### src/consPkg.sv
// Console package with status flag layout, enable divide ratio and step counter width
package consPkg;

   ////////////////////////////////////////
   // Timing
   ////////////////////////////////////////

   // Clock cycles per enable pulse
   localparam int CLK_DIV = 4;
   localparam int DIV_W   = $clog2(CLK_DIV);

   ////////////////////////////////////////
   // Status
   ////////////////////////////////////////

   // Instruction step counter width
   localparam int STEP_W = 16;

   // Console status flags
   typedef struct packed {
      logic run;
      logic cont;
      logic exec;
      logic halt;
   } consStatus_t;

endpackage

### src/cromPkg.sv
// Control ROM package with microword layout, select codes and program entry addresses
package cromPkg;

   ////////////////////////////////////////
   // ROM geometry
   ////////////////////////////////////////

   localparam int CROM_DEPTH  = 16;
   localparam int CROM_ADDR_W = 4;

   // Special function select codes
   localparam logic [1:0] SPEC_SEL_CONS = 2'd1;

   ////////////////////////////////////////
   // Program entry points
   ////////////////////////////////////////

   // Restart word which sets halt
   localparam logic [CROM_ADDR_W-1:0] ADDR_START     = 4'd0;
   localparam logic [CROM_ADDR_W-1:0] DISP_HALT_LOOP = 4'd1;
   localparam logic [CROM_ADDR_W-1:0] DISP_RUN       = 4'd2;
   localparam logic [CROM_ADDR_W-1:0] ADDR_RUN_LOOP  = 4'd3;
   localparam logic [CROM_ADDR_W-1:0] DISP_HALT_REQ  = 4'd4;
   localparam logic [CROM_ADDR_W-1:0] DISP_EXEC      = 4'd5;
   localparam logic [CROM_ADDR_W-1:0] DISP_CONT      = 4'd6;
   // Second half of the continue sequence
   localparam logic [CROM_ADDR_W-1:0] ADDR_CONT_DISP = 4'd7;

   // Console function bits
   typedef struct packed {
      logic setHalt;
      logic clrHalt;
      logic clrRun;
      logic clrExec;
      logic clrCont;
   } consFn_t;

   // Microword, 16 bits in all
   typedef struct packed {
      logic [CROM_ADDR_W-1:0] jump;
      logic                   dispEn;
      logic                   specEn;
      logic [1:0]             specSel;
      consFn_t                consFn;
      logic                   step;
      logic [1:0]             spare;
   } cromWord_t;

endpackage
### src/consStatusIf.sv
// Console status interface carrying the run, continue, execute and halt flags
`timescale 1ns/1ps

interface consStatusIf
   import consPkg::*;
();

   // Flags as one packed word
   consStatus_t flags;

   // Console block drives the flags
   modport source
   (
      output flags
   );

   // Sequencer and top level only look
   modport sink
   (
      input flags
   );

endinterface

### src/consCore.sv
// Console control top level joining divider, control ROM, sequencer and status block
`timescale 1ns/1ps

module consCore
   import cromPkg::*;
   import consPkg::*;
(
   input  logic              clk,
   input  logic              rst,
   input  logic              consRun,
   input  logic              consCont,
   input  logic              consExec,
   input  logic              consHalt,
   output logic              cpuRun,
   output logic              cpuCont,
   output logic              cpuExec,
   output logic              cpuHalt,
   output logic [STEP_W-1:0] stepCount
);

   // Enable pulse shared by all registers
   logic                   clken;
   // Next micro-address into the ROM
   logic [CROM_ADDR_W-1:0] romAddr;
   // Word now in the ROM register
   cromWord_t              romWord;

   // Status flags from the console block
   consStatusIf statusIf ();

   ////////////////////////////////////////
   // Blocks
   ////////////////////////////////////////

   clkEnable clkEnable_i
   (
      .clk   (clk),
      .rst   (rst),
      .clken (clken)
   );

   cromTable cromTable_i
   (
      .clk   (clk),
      .rst   (rst),
      .clken (clken),
      .addr  (romAddr),
      .crom  (romWord)
   );

   microSeq microSeq_i
   (
      .clk       (clk),
      .rst       (rst),
      .clken     (clken),
      .consHalt  (consHalt),
      .crom      (romWord),
      .status    (statusIf.sink),
      .addr      (romAddr),
      .stepCount (stepCount)
   );

   consIntf consIntf_i
   (
      .clk      (clk),
      .rst      (rst),
      .clken    (clken),
      .crom     (romWord),
      .consRun  (consRun),
      .consCont (consCont),
      .consExec (consExec),
      .status   (statusIf.source)
   );

   // Status word onto the flag outputs
   assign cpuRun  = statusIf.flags.run;
   assign cpuCont = statusIf.flags.cont;
   assign cpuExec = statusIf.flags.exec;
   assign cpuHalt = statusIf.flags.halt;

endmodule

### src/consIntf.sv
// Console status block setting flags from switches and clearing them from microcode
`timescale 1ns/1ps

module consIntf
   import cromPkg::*;
(
   input  logic       clk,
   input  logic       rst,
   input  logic       clken,
   input  cromWord_t  crom,
   input  logic       consRun,
   input  logic       consCont,
   input  logic       consExec,
   consStatusIf.source status
);

   // Console special function selected
   logic specCons;
   // Flag registers
   logic runFlag;
   logic contFlag;
   logic execFlag;
   logic haltFlag;

   assign specCons = crom.specEn && (crom.specSel == SPEC_SEL_CONS);

   ////////////////////////////////////////
   // Flags
   ////////////////////////////////////////

   // Halt is under microcode control only
   always_ff @(posedge clk or posedge rst)
   begin
      if (rst)
         haltFlag <= 1'b0;
      else if (clken)
      begin
         if (specCons && crom.consFn.setHalt)
            haltFlag <= 1'b1;
         else if (specCons && crom.consFn.clrHalt)
            haltFlag <= 1'b0;
      end
   end

   // Run switch
   always_ff @(posedge clk or posedge rst)
   begin
      if (rst)
         runFlag <= 1'b0;
      else if (clken)
      begin
         if (consRun)
            runFlag <= 1'b1;
         else if (specCons && crom.consFn.clrRun)
            runFlag <= 1'b0;
      end
   end

   // Execute switch
   always_ff @(posedge clk or posedge rst)
   begin
      if (rst)
         execFlag <= 1'b0;
      else if (clken)
      begin
         if (consExec)
            execFlag <= 1'b1;
         else if (specCons && crom.consFn.clrExec)
            execFlag <= 1'b0;
      end
   end

   // Continue switch
   always_ff @(posedge clk or posedge rst)
   begin
      if (rst)
         contFlag <= 1'b0;
      else if (clken)
      begin
         if (consCont)
            contFlag <= 1'b1;
         else if (specCons && crom.consFn.clrCont)
            contFlag <= 1'b0;
      end
   end

   assign status.flags = '{run: runFlag, cont: contFlag, exec: execFlag, halt: haltFlag};

   // ROM never asks to set and clear halt together
   haltExcl : assert property (@(posedge clk) disable iff (rst)
      (clken && specCons) |-> !(crom.consFn.setHalt && crom.consFn.clrHalt));

endmodule

### src/microSeq.sv
// Micro-program sequencer with status dispatch, halt request latch and step counter
`timescale 1ns/1ps

module microSeq
   import cromPkg::*;
   import consPkg::*;
(
   input  logic                   clk,
   input  logic                   rst,
   input  logic                   clken,
   input  logic                   consHalt,
   input  cromWord_t              crom,
   consStatusIf.sink              status,
   output logic [CROM_ADDR_W-1:0] addr,
   output logic [STEP_W-1:0]      stepCount
);

   // Address of the word now in the ROM register
   logic [CROM_ADDR_W-1:0] upc;
   // Latched console halt
   logic                   haltReq;

   ////////////////////////////////////////
   // Next address
   ////////////////////////////////////////

   always_comb
   begin
      addr = crom.jump;
      if (crom.dispEn)
      begin
         // Halt request wins in any state
         if (haltReq)
            addr = DISP_HALT_REQ;
         else if (status.flags.halt)
         begin
            // Halted, pick a console command
            if (status.flags.run)
               addr = DISP_RUN;
            else if (status.flags.exec)
               addr = DISP_EXEC;
            else if (status.flags.cont)
               addr = DISP_CONT;
         end
         else if (!status.flags.run)
            addr = ADDR_START;
      end
   end

   // Track the executing word
   always_ff @(posedge clk or posedge rst)
   begin
      if (rst)
         upc <= ADDR_START;
      else if (clken)
         upc <= addr;
   end

   ////////////////////////////////////////
   // Halt request and steps
   ////////////////////////////////////////

   // Set by switch, cleared by the halt request entry
   always_ff @(posedge clk or posedge rst)
   begin
      if (rst)
         haltReq <= 1'b0;
      else if (clken)
      begin
         if (consHalt)
            haltReq <= 1'b1;
         else if (upc == DISP_HALT_REQ)
            haltReq <= 1'b0;
      end
   end

   // Count stepped instructions
   always_ff @(posedge clk or posedge rst)
   begin
      if (rst)
         stepCount <= '0;
      else if (clken && crom.step)
         stepCount <= stepCount + 1'b1;
   end

   // Micro-address stays inside the programmed words
   addrRange : assert property (@(posedge clk) disable iff (rst)
      clken |-> (!$isunknown(addr) && addr <= ADDR_CONT_DISP));

endmodule

### src/cromTable.sv
// Control ROM holding the console microprogram with a registered word output
`timescale 1ns/1ps

module cromTable
   import cromPkg::*;
(
   input  logic                   clk,
   input  logic                   rst,
   input  logic                   clken,
   input  logic [CROM_ADDR_W-1:0] addr,
   output cromWord_t              crom
);

   // Word looked up for the incoming address
   cromWord_t romWord;

   ////////////////////////////////////////
   // Microprogram
   ////////////////////////////////////////

   always_comb
   begin
      // Default word just jumps to the start
      romWord = '0;
      case (addr)
         ADDR_START:
         begin
            // Set halt then idle
            romWord.specEn         = 1'b1;
            romWord.specSel        = SPEC_SEL_CONS;
            romWord.consFn.setHalt = 1'b1;
            romWord.jump           = DISP_HALT_LOOP;
         end
         DISP_HALT_LOOP:
         begin
            // Wait on console switches
            romWord.dispEn = 1'b1;
            romWord.jump   = DISP_HALT_LOOP;
         end
         DISP_RUN:
         begin
            romWord.specEn         = 1'b1;
            romWord.specSel        = SPEC_SEL_CONS;
            romWord.consFn.clrHalt = 1'b1;
            romWord.jump           = ADDR_RUN_LOOP;
         end
         ADDR_RUN_LOOP:
         begin
            // One step per pass, leave on halt request
            romWord.dispEn = 1'b1;
            romWord.step   = 1'b1;
            romWord.jump   = ADDR_RUN_LOOP;
         end
         DISP_HALT_REQ:
         begin
            romWord.specEn        = 1'b1;
            romWord.specSel       = SPEC_SEL_CONS;
            romWord.consFn.clrRun = 1'b1;
            romWord.jump          = ADDR_START;
         end
         DISP_EXEC:
         begin
            // Single step then back to halt
            romWord.specEn         = 1'b1;
            romWord.specSel        = SPEC_SEL_CONS;
            romWord.consFn.clrHalt = 1'b1;
            romWord.consFn.clrExec = 1'b1;
            romWord.step           = 1'b1;
            romWord.jump           = ADDR_START;
         end
         DISP_CONT:
         begin
            romWord.specEn         = 1'b1;
            romWord.specSel        = SPEC_SEL_CONS;
            romWord.consFn.clrHalt = 1'b1;
            romWord.consFn.clrCont = 1'b1;
            romWord.step           = 1'b1;
            romWord.jump           = ADDR_CONT_DISP;
         end
         ADDR_CONT_DISP:
         begin
            // Resume run loop only if run is still set
            romWord.dispEn = 1'b1;
            romWord.jump   = ADDR_RUN_LOOP;
         end
         default:
         begin
            romWord.jump = ADDR_START;
         end
      endcase
   end

   // Registered ROM output, reset to a plain jump to the start
   always_ff @(posedge clk or posedge rst)
   begin
      if (rst)
         crom <= '0;
      else if (clken)
         crom <= romWord;
   end

endmodule

### src/clkEnable.sv
// Clock enable divider giving one enable pulse per divide period
`timescale 1ns/1ps

module clkEnable
   import consPkg::*;
(
   input  logic clk,
   input  logic rst,
   output logic clken
);

   // Divide counter
   logic [DIV_W-1:0] divCnt;
   logic             divTerm;

   // Terminal count
   assign divTerm = (divCnt == DIV_W'(CLK_DIV - 1));

   always_ff @(posedge clk or posedge rst)
   begin
      if (rst)
         divCnt <= '0;
      else if (divTerm)
         divCnt <= '0;
      else
         divCnt <= divCnt + 1'b1;
   end

   // One pulse per period
   assign clken = divTerm;

   // Enable stays a single cycle wide
   pulseWidth : assert property (@(posedge clk) disable iff (rst) clken |=> !clken);

endmodule

### config.mk
export PLATFORM = sky130hd
export DESIGN_NAME = consCore
export DESIGN_NICKNAME = d
export VERILOG_FILES = /design/src/consPkg.sv /design/src/cromPkg.sv /design/src/consStatusIf.sv /design/src/consCore.sv /design/src/consIntf.sv /design/src/microSeq.sv /design/src/cromTable.sv /design/src/clkEnable.sv
export SDC_FILE = /design/constraint.sdc
export NUM_CORES = 1
export LEC_CHECK = 0
export CORE_ASPECT_RATIO = 2
export CORE_MARGIN = 2
export CORE_UTILIZATION = 52
export CTS_CLUSTER_SIZE = 30
export DETAILED_ROUTE_END_ITERATION = 10
export DONT_BUFFER_PORTS = 1
export PLACE_DENSITY = 0.67
export SYNTH_ARGS = -nofsm -noshare
export SYNTH_HDL_FRONTEND = slang
export SYNTH_SLANG_ARGS = --single-unit
### constraint.sdc
create_clock -name clk -period 1.9 [get_ports clk]
set_input_delay 0.38 -clock clk [delete_from_list [all_inputs] [get_ports clk]]
set_output_delay 0.38 -clock clk [all_outputs]
set_load 0.1 [all_outputs]
==> results of run 1 <==
-- cell type report --
cell class                 instances  area share, %
clock buffer                       7           4.02
timing repair buffer              22           8.71
tap                               30           1.98
inverter                           5          0.989
sequential                        36           48.3
multi-input combinational         98           35.8
clock inverter                     1          0.264
-- metal layers --
| layer | part of all wire [%] | global-route usage (%) | wire, um |
|---|---|---|---|
| met4 | 1.6 | 11.8 | 53 |
| met5 | 0 | 0 | 0 |
| met2 | 58 | 33.8 | 1880 |
| met3 | 3.2 | 4.35 | 105 |
| met1 | 37 | 21.6 | 1200 |
-- synth_stat cells (all sizes together), types with 2 or more instances --
| cell type | instances | share of area, % |
|---|---|---|
| o21a | 2 | 0.93 |
| nor2b | 2 | 0.77 |
| or2 | 2 | 0.77 |
| xor2 | 4 | 2.2 |
| nand3 | 9 | 2.8 |
| ha | 2 | 1.5 |
| and4 | 2 | 1.1 |
| nor2 | 14 | 3.2 |
| xnor2 | 12 | 6.5 |
| nand4 | 4 | 1.5 |
| dfrtp | 36 | 56 |
| buf | 4 | 1.7 |
| nand2 | 10 | 2.3 |
| a22o | 6 | 3.2 |
| and3 | 3 | 1.2 |
| a21oi | 7 | 2.2 |
| o21ai | 2 | 0.85 |
| mux2 | 2 | 1.4 |
| inv | 4 | 0.93 |
-- worst max-delay path by stage --
stage / startpoint / end / slack [ns] / cells after the start
floorplan: microSeq_i.stepCount[8] / microSeq_i.stepCount[13] / 0.008 / 4
global placement: cromTable_i.crom[11] / cromTable_i.crom[4] / 0.21 / 5
detailed placement: cromTable_i.crom[11] / cromTable_i.crom[4] / 0.18 / 5
CTS: cromTable_i.crom[11] / cromTable_i.crom[4] / 0.16 / 5
global route: cromTable_i.crom[11] / cromTable_i.crom[2] / 0.05 / 5
finish: cromTable_i.crom[11] / cromTable_i.crom[7] / 0.19 / 4
-- registers in the layout, summed over array words and instances, names as in the netlist --
| signal | count |
|---|---|
| microSeq_i.stepCount | 16 |
| cromTable_i.crom | 10 |
| microSeq_i.upc | 3 |
| clkEnable_i.divCnt | 2 |
| consIntf_i.contFlag | 1 |
| consIntf_i.execFlag | 1 |
| consIntf_i.haltFlag | 1 |
| consIntf_i.runFlag | 1 |
| microSeq_i.haltReq | 1 |
-- worst register-to-register path: stages, from the launching register on --
cell      delay (ns)
dfrtp_1         0.52
mux2_2          0.39
a221oi_2        0.32
nand2_1         0.13
o32ai_1         0.26
-- power groups by stage --
stage / logic [uW] / clock network (uW) / registers, uW
after detailed placement: 1150 / 0 / 1170
after CTS: 1160 / 531 / 1150
after global placement: 1130 / 0 / 1150
after floorplan: 489 / 0 / 1590
after global routing: 1240 / 560 / 1180
final: 1160 / 512 / 1160
-- logic make-up (layout without fill, tap and decap cells) --
kind of cell	after synthesis	after routing	share of synthesized area, %
adders and majority gates	2	2	1.54
muxes	2	2	1.39
and+or+nand+nor	53	53	16.8
DFF	36	36	55.6
buffers and inverters	9	35	2.86
xor gates and xnor gates	16	16	8.65
AOI/OAI and AO/OA	25	25	13.2
-- per-stage QoR --
step           util, %  std cells  setup WS [ns]  area, um2
6_report          63.7        199          0.188       1900
5_1_grt           63.7        199         0.0454       1900
4_1_cts           63.5        199          0.158       1890
3_5_place_dp      60.8        191          0.183       1810
3_3_place_gp      60.8        191          0.214       1810
2_1_floorplan        -        143        0.00778       1640
-- cell usage in the layout, fill, tap and decap left out, drive strengths merged, types with 3 or more instances in the layout --
cell / n
dfrtp: 36
buf: 22
nor2: 14
xnor2: 12
nand2: 10
nand3: 9
a21oi: 7
clkbuf: 7
a22o: 6
nand4: 4
inv: 4
xor2: 4
and3: 3
-- repair_timing --
item | CTS | global route
endpoints found under the setup margin | 0 | 1
resized for setup | 0 | 1
hold buffers | 0 | 0
endpoints found under the hold margin | 0 | 0
==> results.py, run 1 <==
metrics = {
    "setup_path": {
        "r2r_slack_ns": 0.19,
        "reg2regPathDepth": 4,
        "path_class": "reg2reg",
        "path_cells": "mux2_2, a221oi_2, nand2_1, o32ai_1",
        "startpoint_type": "register",
        "crit_slowest_cell": "dfrtp_1",
        "critical-path-max-stage-delay_ns": 0.52,
        "r2r-start": "cromTable_i.crom[11]",
        "cp_num_buf_inv": 0,
        "required_ns": 2.08,
        "endpoint_kind": "register",
        "cp.arrival_ns": 1.89,
        "rr_endpoint": "cromTable_i.crom[7]",
        "crit_family": "compound AO/OA/AOI/OAI gates",
        "worst-path-max-fanout": 7,
    },
    "die": {
        "initial_core_util_pct": 54.4,
        "die-area_um2": 3610,
        "placementRows": 28,
        "core_um2": 2980,
        "io_pins": 26,
        "die_x_um": 43.5,
        "die_y_um": 82.9,
    },
    "finish": {
        "area_growth_syn_to_layout_pct": 17.1,
        "final_nets": 176,
        "fill_cells": 257,
        "antenna_cells": 0,
        "multi_input_area_um2": 678,
        "post_route_cells_drive_above_1_share_pct": 29.6,
        "regArea_um2": 916,
    },
    "routing": {
        "wl_per_cell_um": 16.3,
        "drt-total-wl_mm": 3.24,
        "vias": 1142,
        "vias_per_cell": 5.74,
        "ant_nets": 0,
        "drc_errors": 0,
        "drt_iter0_drc": 26,
        "drt_pass1_iterations": 4,
    },
    "sta": {
        "worst_hold_slack_ns": 0.0812,
        "relSlewSlack_pct": 64.6,
        "tns_ns": 0,
        "timing.fmax_mhz": 584,
        "setup_viol": 0,
        "fin_crit_ns": 1.71,
        "period_share_pct": 90.1,
        "slew_violations": 0,
        "hold_viol_final": 0,
        "worst_pin_slew_ns": 0.527,
        "clock_skew_ns": 0.00703,
        "grt_setup_unrepaired": "no",
    },
    "status": {
        "status": "finished, final reports clean",
    },
    "synth": {
        "ys_warn_count": 0,
        "postSynth.asyncResetShare_pct": 100,
        "synth_seq_cells": 36,
        "synth_edf_count": 0,
        "synth_ff_type": "dfrtp_1",
        "syn_area_per_cell_um2": 11.3,
        "ys_seq_area_share_pct": 55.6,
        "syn-num-nets": 151,
        "syn_inst": 143,
        "post_synth_num_cell_types": 39,
        "netlist_area_um2": 1620,
    },
    "global_routing": {
        "grt_pass1_wl_mm": 5.43,
        "gr-usage-all-layers_pct": 20.0,
        "grt_pass1_vias": 1238,
        "antenna_found_initial": 0,
        "grt_max_degree": 37,
        "grt_overflow_total": 0,
    },
    "clocking": {
        "tritoncts": "yes",
        "clkLatencyLatePin_ns": 0.28,
        "cts_buffers": 5,
        "h-tree-depth": 2,
        "post-cts-setup-buffer-count": 0,
        "cts_buffer_depth": 2,
        "clkSinkCount": 36,
        "path_clk_slew_ns": 0.07,
        "cts-root-buf": "clkbuf_8",
    },
    "power": {
        "internal_power_uw": 1560,
        "finalPower_uw": 2830,
        "pwr-share-comb_pct": 41.0,
        "netSwitchingPower_uw": 1270,
        "powerDensity_nw_per_um2": 1490,
        "p_leak_uw": 0.000869,
        "clockPowerShare_pct": 18.1,
        "switching_share_pct": 45.0,
        "peakVddDrop_mv": 0.973,
        "seq_power_share_pct": 40.9,
    },
    "placement": {
        "numPortBuffers": 0,
        "hpwl_mm": 2.41,
        "gp_congestion": 0.801,
    },
    "flow_run": {
        "maxCapViolCount": 0,
    },
    "hold_path": {
        "min_path_type": "in2async",
    },
}
No activity file was read; power rests on OpenSTA's default activity.
==> inputs of run 2 (changes only) <==
--- a/config.mk
+++ b/config.mk
@@ -12,6 +12,7 @@
 export DETAILED_ROUTE_END_ITERATION = 10
 export DONT_BUFFER_PORTS = 1
 export PLACE_DENSITY = 0.67
+export SETUP_SLACK_MARGIN = 0.4
 export SYNTH_ARGS = -nofsm -noshare
 export SYNTH_HDL_FRONTEND = slang
 export SYNTH_SLANG_ARGS = --single-unit
==> run 2 against run 1 <==
Net effect: final cell count increased by 6.0%; count of clock-buffer cells in the layout did not move; combinational power up 27%; critical endpoint is now cromTable_i.crom[5]; via count grew 6.8%; register-to-register slack better by 0.06 ns; largest cell class unchanged; hold slack lost 0.0026 ns; utilization up 11 points.
==> results.py, run 2 (synthesis gave the netlist of run 1 again) <==
metrics = {
    "routing": {
        "vias": 1220,
        "vias_per_cell": 5.78,
        "drc_errors": 0,
        "drt-total-wl_mm": 3.85,
        "ant_nets": 0,
        "drt_pass1_iterations": 4,
        "wl_per_cell_um": 18.2,
        "drt_iter0_drc": 34,
    },
    "clocking": {
        "cts_buffers": 5,
        "cts-root-buf": "clkbuf_8",
        "path_clk_slew_ns": 0.07,
        "ctsHoldBuffers": 0,
        "clkSinkCount": 36,
        "h-tree-depth": 2,
        "cts_buffer_depth": 2,
        "tritoncts": "yes",
        "clkLatencyLatePin_ns": 0.29,
    },
    "setup_path": {
        "cp_num_buf_inv": 1,
        "required_ns": 2.08,
        "critical-path-max-stage-delay_ns": 0.49,
        "startpoint": "consIntf_i.execFlag",
        "path_class": "reg2reg",
        "path_cells": "or3_4, a221oi_4, buf_6, nor3_4, a22o_1",
        "r2r-start": "consIntf_i.execFlag",
        "path_depth": 5,
        "rr_endpoint": "cromTable_i.crom[5]",
        "r2r_slack_ns": 0.25,
        "reg2regPathDepth": 5,
        "startpoint_type": "register",
        "cp.arrival_ns": 1.83,
        "crit_family": "flip-flops",
        "endpoint_kind": "register",
        "crit_path_end": "cromTable_i.crom[5]",
        "crit_slowest_cell": "dfrtp_4",
        "worst-path-max-fanout": 5,
    },
    "finish": {
        "reg_top3": "microSeq_i.stepCount (16), cromTable_i.crom (10), microSeq_i.upc (3)",
        "final_area_um2": 2240,
        "top_register": "microSeq_i.stepCount",
        "post_route_cells_drive_above_1_share_pct": 49.2,
        "layout_common_cells": "29 x buf_4, 16 x dfrtp_1, 12 x xnor2_1, 12 x dfrtp_4, 11 x nor2_1",
        "final_nets": 188,
        "fill_cells": 207,
        "largest_reg_flops": 16,
        "area_growth_syn_to_layout_pct": 38.1,
        "layout_commonest_cell": "buf_4",
        "fin_util_pct": 75.2,
        "antenna_cells": 0,
    },
    "sta": {
        "fin_crit_ns": 1.65,
        "period_share_pct": 86.8,
        "clock_skew_ns": 0.00323,
        "tns_ns": 0,
        "worst_pin_slew_ns": 0.447,
        "grt_setup_unrepaired": "yes",
        "setup_viol": 0,
        "hold_viol_final": 0,
        "timing.fmax_mhz": 607,
        "slew_violations": 0,
        "relSlewSlack_pct": 70.2,
    },
    "hold_path": {
        "min_path_type": "in2async",
    },
    "power": {
        "netSwitchingPower_uw": 1460,
        "clockPowerShare_pct": 21.4,
        "peakVddDrop_mv": 1.21,
        "powerDensity_nw_per_um2": 1530,
        "seq_power_share_pct": 35.7,
        "internal_power_uw": 1970,
        "p_leak_uw": 0.000953,
        "switching_share_pct": 42.5,
        "pwr-share-comb_pct": 42.9,
    },
    "placement": {
        "hpwl_mm": 2.30,
        "gp_congestion": 0.865,
        "place_area_um2": 1880,
        "numPortBuffers": 0,
    },
    "die": {
        "io_pins": 26,
        "initial_core_util_pct": 54.4,
        "die_y_um": 82.9,
        "placementRows": 28,
        "die_x_um": 43.5,
        "die-area_um2": 3610,
        "core_um2": 2980,
    },
    "global_routing": {
        "grt_overflow_total": 0,
        "gr-usage-all-layers_pct": 22.3,
        "grt_max_degree": 37,
        "grt_pass1_vias": 1259,
        "antenna_found_initial": 0,
        "grt_pass1_wl_mm": 6.09,
    },
    "status": {
        "status": "finished, final reports clean",
    },
    "flow_run": {
        "maxCapViolCount": 0,
    },
}
run 2: metrics by stage:
stage | hold WS [ns] | worst slack [ns] | power (uW) | instances
global route | 0.118 | 0.188 | 3560 | 211
finish | 0.0786 | 0.252 | 3420 | 211
global placement | 0.394 | 0.269 | 2320 | 192
floorplan | 0.403 | 0.162 | 2120 | 143
detailed placement | 0.395 | 0.217 | 2340 | 192
CTS | 0.0843 | 0.275 | 3190 | 204
run 2: cell type report:
| type | instances | area (um2) | area share, % |
|---|---|---|---|
| Sequential cell | 36 | 956 | 42.7 |
| Multi-Input combinational cell | 99 | 828 | 37.0 |
| Timing Repair Buffer | 33 | 272 | 12.1 |
| Clock buffer | 7 | 96.3 | 4.30 |
| Tap cell | 30 | 37.5 | 1.68 |
| Clock inverter | 1 | 30.0 | 1.34 |
| Inverter | 5 | 18.8 | 0.838 |
run 2: how the worst min path moves through the flow:
stage          slack, ns  depth (start not counted)                 endpoint
6_report            0.08                          2    clkEnable_i.divCnt[0]
5_1_grt             0.12                          2  microSeq_i.stepCount[5]
4_1_cts             0.08                          2  microSeq_i.stepCount[4]
3_5_place_dp        0.40                          2  microSeq_i.stepCount[4]
3_3_place_gp        0.39                          2  microSeq_i.stepCount[4]
2_1_floorplan       0.40                          1    clkEnable_i.divCnt[0]
run 2: power groups by stage:
stage | clock network [uW] | registers, uW | logic, uW
after global placement | 0 | 1180 | 1140
final | 732 | 1220 | 1470
after floorplan | 0 | 1630 | 497
after CTS | 747 | 1190 | 1260
after detailed placement | 0 | 1190 | 1150
after global routing | 775 | 1240 | 1550
run 2: per-layer routing:
layer,up-vias,track usage (%),part of all wire [%]
met5,-,0,0
met4,0,11.0,2.8
met3,8,5.22,4.3
met2,33,36.5,56
met1,598,26.5,37
li1,581,-,-
run 2: timing repair:
action / 4_1_cts / 5_1_grt
gates cloned: 1 / 0
pin swaps: 2 / 14
buffers inserted: 3 / 7
resized for setup: 10 / 20
setup endpoints to repair: 13 / 22
